[src/audio_pkg.sv]
// Audio post-processing shared types

package audio_pkg;

	// ====================
	// Widths
	// ====================

	// Bit position of the mute flag in the attenuation word
	localparam int VOL_MUTE_BIT = 4;

	typedef logic [15:0] sample_t;
	typedef logic [1:0]  mix_mode_t;
	typedef logic [VOL_MUTE_BIT:0] vol_att_t;
	typedef logic [15:0] io_word_t;
	typedef logic [7:0]  cmd_code_t;

	// Host command codes, only volume is handled here
	localparam cmd_code_t CMD_VOLUME = 8'h26;

	// ====================
	// Sample records
	// ====================

	// Stereo sample as it enters the path
	typedef struct packed {
		sample_t   left;
		sample_t   right;
		logic      is_signed;
		mix_mode_t mix;
	} audio_in_t;

	// Between crossfeed, volume and format
	typedef struct packed {
		sample_t left;
		sample_t right;
		logic    is_signed;
	} audio_mid_t;

	// PCM words for serial transmitters, offset-binary words for the DAC
	typedef struct packed {
		sample_t pcm_l;
		sample_t pcm_r;
		sample_t dac_l;
		sample_t dac_r;
	} audio_out_t;

	// Command frame tracking
	typedef enum logic [1:0] {
		IDLE,
		WAIT_CMD,
		DATA
	} cmd_state_t;

endpackage
[src/audio_post_top.sv]
// Audio post-processing top level

`timescale 1ns/1ps

module audio_post_top #(
	parameter int SHIFT_BITS = 4
) (
	input  logic                  clk_sys,
	input  logic                  resetd,
	input  audio_pkg::audio_in_t  i_in,
	input  logic                  i_in_valid,
	output logic                  o_in_ready,
	input  logic                  i_io_uio,
	input  logic                  i_io_strobe,
	input  audio_pkg::io_word_t   i_io_din,
	output audio_pkg::audio_out_t o_out,
	output logic                  o_out_valid,
	input  logic                  i_out_ready
);

	audio_pkg::vol_att_t   vol_att;
	audio_pkg::audio_mid_t xf_out;
	logic                  xf_valid;
	logic                  vol_ready;
	audio_pkg::audio_mid_t vol_out;
	logic                  vol_valid;
	logic                  fmt_ready;

	// Side block, sets the volume level
	audio_cmd_decoder #(
		.SHIFT_BITS(SHIFT_BITS)
	) u_cmd (
		.clk_sys    (clk_sys),
		.resetd     (resetd),
		.i_io_uio   (i_io_uio),
		.i_io_strobe(i_io_strobe),
		.i_io_din   (i_io_din),
		.o_vol_att  (vol_att)
	);

	// ====================
	// Sample pipeline
	// ====================

	audio_crossfeed u_xfeed (
		.clk_sys(clk_sys),
		.resetd (resetd),
		.i_in   (i_in),
		.i_valid(i_in_valid),
		.o_ready(o_in_ready),
		.o_out  (xf_out),
		.o_valid(xf_valid),
		.i_ready(vol_ready)
	);

	audio_volume #(
		.SHIFT_BITS(SHIFT_BITS)
	) u_vol (
		.clk_sys  (clk_sys),
		.resetd   (resetd),
		.i_vol_att(vol_att),
		.i_in     (xf_out),
		.i_valid  (xf_valid),
		.o_ready  (vol_ready),
		.o_out    (vol_out),
		.o_valid  (vol_valid),
		.i_ready  (fmt_ready)
	);

	audio_out_format u_fmt (
		.clk_sys(clk_sys),
		.resetd (resetd),
		.i_in   (vol_out),
		.i_valid(vol_valid),
		.o_ready(fmt_ready),
		.o_out  (o_out),
		.o_valid(o_out_valid),
		.i_ready(i_out_ready)
	);

endmodule

[src/audio_out_format.sv]
// PCM and DAC output formatting stage

`timescale 1ns/1ps

module audio_out_format (
	input  logic                  clk_sys,
	input  logic                  resetd,
	input  audio_pkg::audio_mid_t i_in,
	input  logic                  i_valid,
	output logic                  o_ready,
	output audio_pkg::audio_out_t o_out,
	output logic                  o_valid,
	input  logic                  i_ready
);

	audio_pkg::audio_out_t fmt;

	always_comb begin
		// Unsigned data halved to fit the positive PCM range
		fmt.pcm_l = i_in.is_signed ? i_in.left : i_in.left >> 1;
		fmt.pcm_r = i_in.is_signed ? i_in.right : i_in.right >> 1;
		// Signed data moved to offset binary for the DAC
		fmt.dac_l = i_in.is_signed ? {~i_in.left[15], i_in.left[14:0]} : i_in.left;
		fmt.dac_r = i_in.is_signed ? {~i_in.right[15], i_in.right[14:0]} : i_in.right;
	end

	// ====================
	// Output register
	// ====================

	assign o_ready = ~o_valid | i_ready;

	always_ff @(posedge clk_sys) begin
		if (resetd)
			o_valid <= 1'b0;
		else if (o_ready)
			o_valid <= i_valid;
	end

	always_ff @(posedge clk_sys) begin
		if (i_valid && o_ready)
			o_out <= fmt;
	end

endmodule

[src/audio_volume.sv]
// Volume attenuation stage

`timescale 1ns/1ps

module audio_volume #(
	parameter int SHIFT_BITS = 4
) (
	input  logic                  clk_sys,
	input  logic                  resetd,
	input  audio_pkg::vol_att_t   i_vol_att,
	input  audio_pkg::audio_mid_t i_in,
	input  logic                  i_valid,
	output logic                  o_ready,
	output audio_pkg::audio_mid_t o_out,
	output logic                  o_valid,
	input  logic                  i_ready
);

	logic                  mute;
	logic [SHIFT_BITS-1:0] shift;
	audio_pkg::audio_mid_t scaled;

	assign mute  = i_vol_att[audio_pkg::VOL_MUTE_BIT];
	assign shift = i_vol_att[SHIFT_BITS-1:0];

	always_comb begin
		scaled.is_signed = i_in.is_signed;
		if (mute) begin
			scaled.left  = '0;
			scaled.right = '0;
		end else if (i_in.is_signed) begin
			// Keep the sign on the way down
			scaled.left  = audio_pkg::sample_t'($signed(i_in.left) >>> shift);
			scaled.right = audio_pkg::sample_t'($signed(i_in.right) >>> shift);
		end else begin
			scaled.left  = i_in.left >> shift;
			scaled.right = i_in.right >> shift;
		end
	end

	// ====================
	// Output register
	// ====================

	assign o_ready = ~o_valid | i_ready;

	always_ff @(posedge clk_sys) begin
		if (resetd)
			o_valid <= 1'b0;
		else if (o_ready)
			o_valid <= i_valid;
	end

	// Setting is sampled with the sample it applies to
	always_ff @(posedge clk_sys) begin
		if (i_valid && o_ready)
			o_out <= scaled;
	end

endmodule

[src/audio_crossfeed.sv]
// Stereo crossfeed mixing stage

`timescale 1ns/1ps

module audio_crossfeed (
	input  logic                  clk_sys,
	input  logic                  resetd,
	input  audio_pkg::audio_in_t  i_in,
	input  logic                  i_valid,
	output logic                  o_ready,
	output audio_pkg::audio_mid_t o_out,
	output logic                  o_valid,
	input  logic                  i_ready
);

	audio_pkg::audio_mid_t mixed;

	// Divide by a power of two, sign-aware
	function automatic audio_pkg::sample_t shr(
		input audio_pkg::sample_t v,
		input int unsigned        n,
		input logic               sgn
	);
		if (sgn)
			return audio_pkg::sample_t'($signed(v) >>> n);
		return v >> n;
	endfunction

	// Own channel blended with a share of the opposite one
	function automatic audio_pkg::sample_t mix_chan(
		input audio_pkg::sample_t   own,
		input audio_pkg::sample_t   other,
		input audio_pkg::mix_mode_t mode,
		input logic                 sgn
	);
		case (mode)
			2'd1:    return own - shr(own, 3, sgn) + shr(other, 3, sgn);
			2'd2:    return own - shr(own, 2, sgn) + shr(other, 2, sgn);
			// Even mix, half of each
			2'd3:    return shr(own, 1, sgn) + shr(other, 1, sgn);
			default: return own;
		endcase
	endfunction

	always_comb begin
		mixed.left      = mix_chan(i_in.left, i_in.right, i_in.mix, i_in.is_signed);
		mixed.right     = mix_chan(i_in.right, i_in.left, i_in.mix, i_in.is_signed);
		mixed.is_signed = i_in.is_signed;
	end

	// ====================
	// Output register
	// ====================

	// Free slot, or the slot drains this cycle
	assign o_ready = ~o_valid | i_ready;

	always_ff @(posedge clk_sys) begin
		if (resetd)
			o_valid <= 1'b0;
		else if (o_ready)
			o_valid <= i_valid;
	end

	always_ff @(posedge clk_sys) begin
		if (i_valid && o_ready)
			o_out <= mixed;
	end

endmodule

[src/audio_cmd_decoder.sv]
// Host command decoder for volume

`timescale 1ns/1ps

module audio_cmd_decoder #(
	parameter int SHIFT_BITS = 4
) (
	input  logic                clk_sys,
	input  logic                resetd,
	input  logic                i_io_uio,
	input  logic                i_io_strobe,
	input  audio_pkg::io_word_t i_io_din,
	output audio_pkg::vol_att_t o_vol_att
);

	logic                  strobe_q;
	logic                  strobe_rise;
	logic                  cmd_load;
	audio_pkg::cmd_state_t state;
	audio_pkg::cmd_code_t  cmd_code;
	audio_pkg::vol_att_t   new_att;

	// A held strobe level counts as one word
	assign strobe_rise = i_io_strobe & ~strobe_q;

	// First word of a frame carries the command code
	assign cmd_load = i_io_uio & strobe_rise & (state != audio_pkg::DATA);

	// Mute flag and shift field straight from the low bits of the word
	always_comb begin
		new_att = '0;
		new_att[audio_pkg::VOL_MUTE_BIT] = i_io_din[audio_pkg::VOL_MUTE_BIT];
		new_att[SHIFT_BITS-1:0] = i_io_din[SHIFT_BITS-1:0];
	end

	// ====================
	// Frame FSM
	// ====================

	always_ff @(posedge clk_sys) begin
		if (resetd) begin
			strobe_q  <= 1'b0;
			state     <= audio_pkg::IDLE;
			o_vol_att <= '0;
		end else begin
			strobe_q <= i_io_strobe;
			if (!i_io_uio) begin
				state <= audio_pkg::IDLE;
			end else begin
				case (state)
					audio_pkg::IDLE: begin
						// Frame just opened, the command word may come at once
						state <= strobe_rise ? audio_pkg::DATA : audio_pkg::WAIT_CMD;
					end
					audio_pkg::WAIT_CMD: begin
						if (strobe_rise)
							state <= audio_pkg::DATA;
					end
					audio_pkg::DATA: begin
						// Data words of other codes fall through untouched
						if (strobe_rise && cmd_code == audio_pkg::CMD_VOLUME)
							o_vol_att <= new_att;
					end
					default: state <= audio_pkg::IDLE;
				endcase
			end
		end
	end

	// Command code, low byte of the first word
	always_ff @(posedge clk_sys) begin
		if (cmd_load)
			cmd_code <= i_io_din[7:0];
	end

endmodule

[config.mk]
export PLATFORM = sky130hd
export DESIGN_NAME = audio_post_top
export DESIGN_NICKNAME = d
export VERILOG_FILES = /design/src/audio_pkg.sv /design/src/audio_post_top.sv /design/src/audio_out_format.sv /design/src/audio_volume.sv /design/src/audio_crossfeed.sv /design/src/audio_cmd_decoder.sv
export SDC_FILE = /design/constraint.sdc
export NUM_CORES = 1
export LEC_CHECK = 0
export ABC_AREA = 1
export BUFFER_PORTS_ARGS = -buffer_cell sky130_fd_sc_hd__buf_2
export CAP_MARGIN = 30
export CORE_MARGIN = 2
export CORE_UTILIZATION = 40
export CTS_CLUSTER_DIAMETER = 80
export CTS_CLUSTER_SIZE = 40
export DETAILED_ROUTE_END_ITERATION = 16
export HOLD_SLACK_MARGIN = 0.1
export SLEW_MARGIN = 20
export SYNTH_ARGS = -nofsm -noshare
export SYNTH_HDL_FRONTEND = slang
export SYNTH_SLANG_ARGS = --single-unit
[constraint.sdc]
create_clock -name clk_sys -period 4.32 [get_ports clk_sys]
set_input_delay 0.864 -clock clk_sys [delete_from_list [all_inputs] [get_ports clk_sys]]
set_output_delay 0.864 -clock clk_sys [all_outputs]
set_load 0.02 [all_outputs]
==> reports/qor.yml <==
run_status:
  status: "completed"
yosys:
  syn_avg_cell_area_um2: 7.287
  ys_types: 42
  synth.ff_latch_count: 149
  postSynthCellCount: 1836
  syn_nets: 2044
  postSynth.asyncResetShare: 0
  ys.flop_type: "edfxtp_1"
  yosysWarnings: 0
  seq_area_frac_synth: 0.3262
  synth-edff-count: 138
  syn_area_um2: 13380
final_layout:
  stdcell_count: 2392
  final_cell_mix: "nand2_1 (559), inv_1 (380), edfxtp_1 (138)"
  drive_gt1_frac: 0.09128
  nets: 2145
  syn2layout_area_growth_pct: 12.20
  antenna_cells: 0
  layout_commonest_cell: "nand2_1"
place:
  placed_cells: 2359
  hpwl_um: 29850
  place_congestion: 0.9211
  portBuffers: 114
  preCtsSetupSlack_ns: 0.6485
global_route:
  gr-usage-met2: 0.3829
  met1_usage: 0.2515
  track_usage: 0.2101
  grt_busiest_layer: "met2"
  first_global_vias: 11660
  grt_max_degree: 65
  grt_overflow_total: 0
  grt_use_met3: 0.02214
  grt_pass1_wl_um: 58500
  antenna_found_initial: 0
power:
  p_sw_frac: 0.3716
  peakVddDrop_mv: 0.3593
  power_frac_comb: 0.361
  power.switching_uw: 1891
  pwr-share-clk: 0.294
  leakagePower_uw: 0.007697
  pwr_density_cell_nw_per_um2: 338.9
  p_int_uw: 3197
  seqPwrFrac: 0.345
critical_path:
  arrival_ns: 3.32
  cp-start-kind: "input port"
  crit_type: "in2reg"
  critPathCaptureType: "flip-flop"
  critPathMaxFanout: 6
  required_ns: 4.44
  r2r.worst_path.cells: 5
floorplanning:
  fp.dieH_um: 186.9
  start_util: 0.4091
  placeableCoreArea_um2: 32700
  fp-row-count: 66
  die_x_um: 186.9
  die_area_um2: 34930
  ios: 123
drt:
  remaining_drc_errors: 0
  vias: 11940
  drt_iter0_markers: 726
  first_pass_iters: 6
  totalWireLength_um: 36170
  drt-wirelength-per-cell_um: 15.12
  ant_nets: 0
  avgViaCountPerCell: 4.993
sta:
  skew_ns: 0.005368
  tns_ns: 0
  setup_slack_ns: 1.129
  worstMarginPinSlew_ns: 0.8023
  relSlewSlack: 0.4646
  fin_hold_ws_ns: 0.4475
  setup_violations: 0
  fin_crit_ns: 3.191
  fmax_ghz: 0.3134
  hold_viol_final: 0
  min_period_over_period: 0.7386
  drv_slew: 0
  rsz0062_at_grt: "no"
clock_tree:
  clockBufferDepth: 2
  clk_pin_slew_ns: 0.06
  clkLatencyLatePin_ns: 0.42
  cts_max_level: 4
  cts-buffers-inserted: 17
  clock_tree.root_cell: "clkbuf_16"
  cts_resized: 0
  cts.sinks: 149
  cts_tree: "yes"
  hold_buffers: 0
  post-cts-setup-buffers: 0
flow_run:
  drv_cap: 0
worst_hold_path:
  hold_depth: 0
  hp-class: "reg2reg"
registers in the layout, summed over array words and instances, names as in the netlist:
register         count
u_cmd.cmd_code       8
u_cmd.o_vol_att      5
u_cmd.state          2
u_cmd.strobe_q       1
u_fmt.o_out         64
u_fmt.o_valid        1
u_vol.o_out         33
u_vol.o_valid        1
u_xfeed.o_out       33
u_xfeed.o_valid      1
power by group through the flow:
| stage | Sequential, µW | Clock [µW] | Combinational, µW |
|---|---|---|---|
| after global routing | 1770 | 1580 | 2090 |
| final | 1760 | 1500 | 1830 |
| after detailed placement | 1790 | 0 | 1800 |
| after CTS | 1760 | 1530 | 1820 |
| after floorplan | 1800 | 0 | 1270 |
| after global placement | 1790 | 0 | 1790 |
per-layer routing:
layer,vias to the layer above,share of wire,routed length (µm)
met5,-,0,0
met4,0,0.035,1250
met3,68,0.041,1498
met2,313,0.50,18110
met1,5521,0.42,15320
li1,6042,-,-
Yosys cell counts, types with 18 or more instances:
master,n,area share
a21oi_1,85,0.032
clkbuf_1,25,0.0070
edfxtp_1,138,0.31
fa_1,59,0.088
ha_1,92,0.086
inv_1,380,0.11
nand2_1,559,0.16
nand3_1,128,0.048
nand4_1,39,0.018
nor2_1,90,0.025
nor3_1,18,0.0067
o21ai_0,85,0.032
worst paths after layout:
| path | end | startpoint | slack (ns) |
|---|---|---|---|
| setup / recovery | u_xfeed.o_out[11]$_DFFE_PP_ | i_in[8] | 1.13 |
| hold / removal | u_fmt.o_out[30]$_DFFE_PP_ | u_vol.o_out[31]$_SDFFCE_PP0P_ | 0.45 |
| setup reg to reg | u_vol.o_out[3]$_SDFFCE_PP0P_ | u_cmd.o_vol_att[2]$_SDFFE_PP0P_ | 1.82 |
| hold reg to reg | u_fmt.o_out[30]$_DFFE_PP_ | u_vol.o_out[31]$_SDFFCE_PP0P_ | 0.45 |
worst max-delay path, stage by stage:
cell	delay [ns]
buf_2	0.18
inv_1	0.21
fa_1	0.58
inv_1	0.04
ha_1	0.33
nand2_1	0.13
nor2_1	0.12
nand2_1	0.05
nand3_1	0.24
nand2_1	0.11
nand2_1	0.07
nand2_1	0.05
nand3_1	0.12
nand4_1	0.20
per-stage QoR:
step / cell area, µm² / power, µW / utilization
4_1_cts: 14990 / 5105 / 0.4584
2_1_floorplan: 13380 / 3068 / -
3_3_place_gp: 14380 / 3577 / 0.4397
6_report: 15010 / 5088 / 0.4591
3_5_place_dp: 14380 / 3593 / 0.4397
5_1_grt: 15010 / 5436 / 0.4591
area by class of cell:
| class | instances | area (µm²) |
|---|---|---|
| timing repair buffer | 124 | 653.1 |
| inverter | 382 | 1434 |
| clock inverter | 15 | 187.7 |
| multi-input combinational | 1263 | 7395 |
| fill | 3369 | 17690 |
| tap | 442 | 553.0 |
| clock buffer | 17 | 425.4 |
| sequential | 149 | 4364 |
cells by family after synthesis:
| kind of cell | synth area share |
|---|---|
| fa+ha+maj | 0.1743 |
| compound gates | 0.09305 |
| mux | 0.003741 |
| simple gates | 0.2767 |
| buf+inv | 0.1227 |
| flops | 0.3262 |
| xor+xnor | 0.003274 |
No activity file was read; power rests on OpenSTA's default activity.
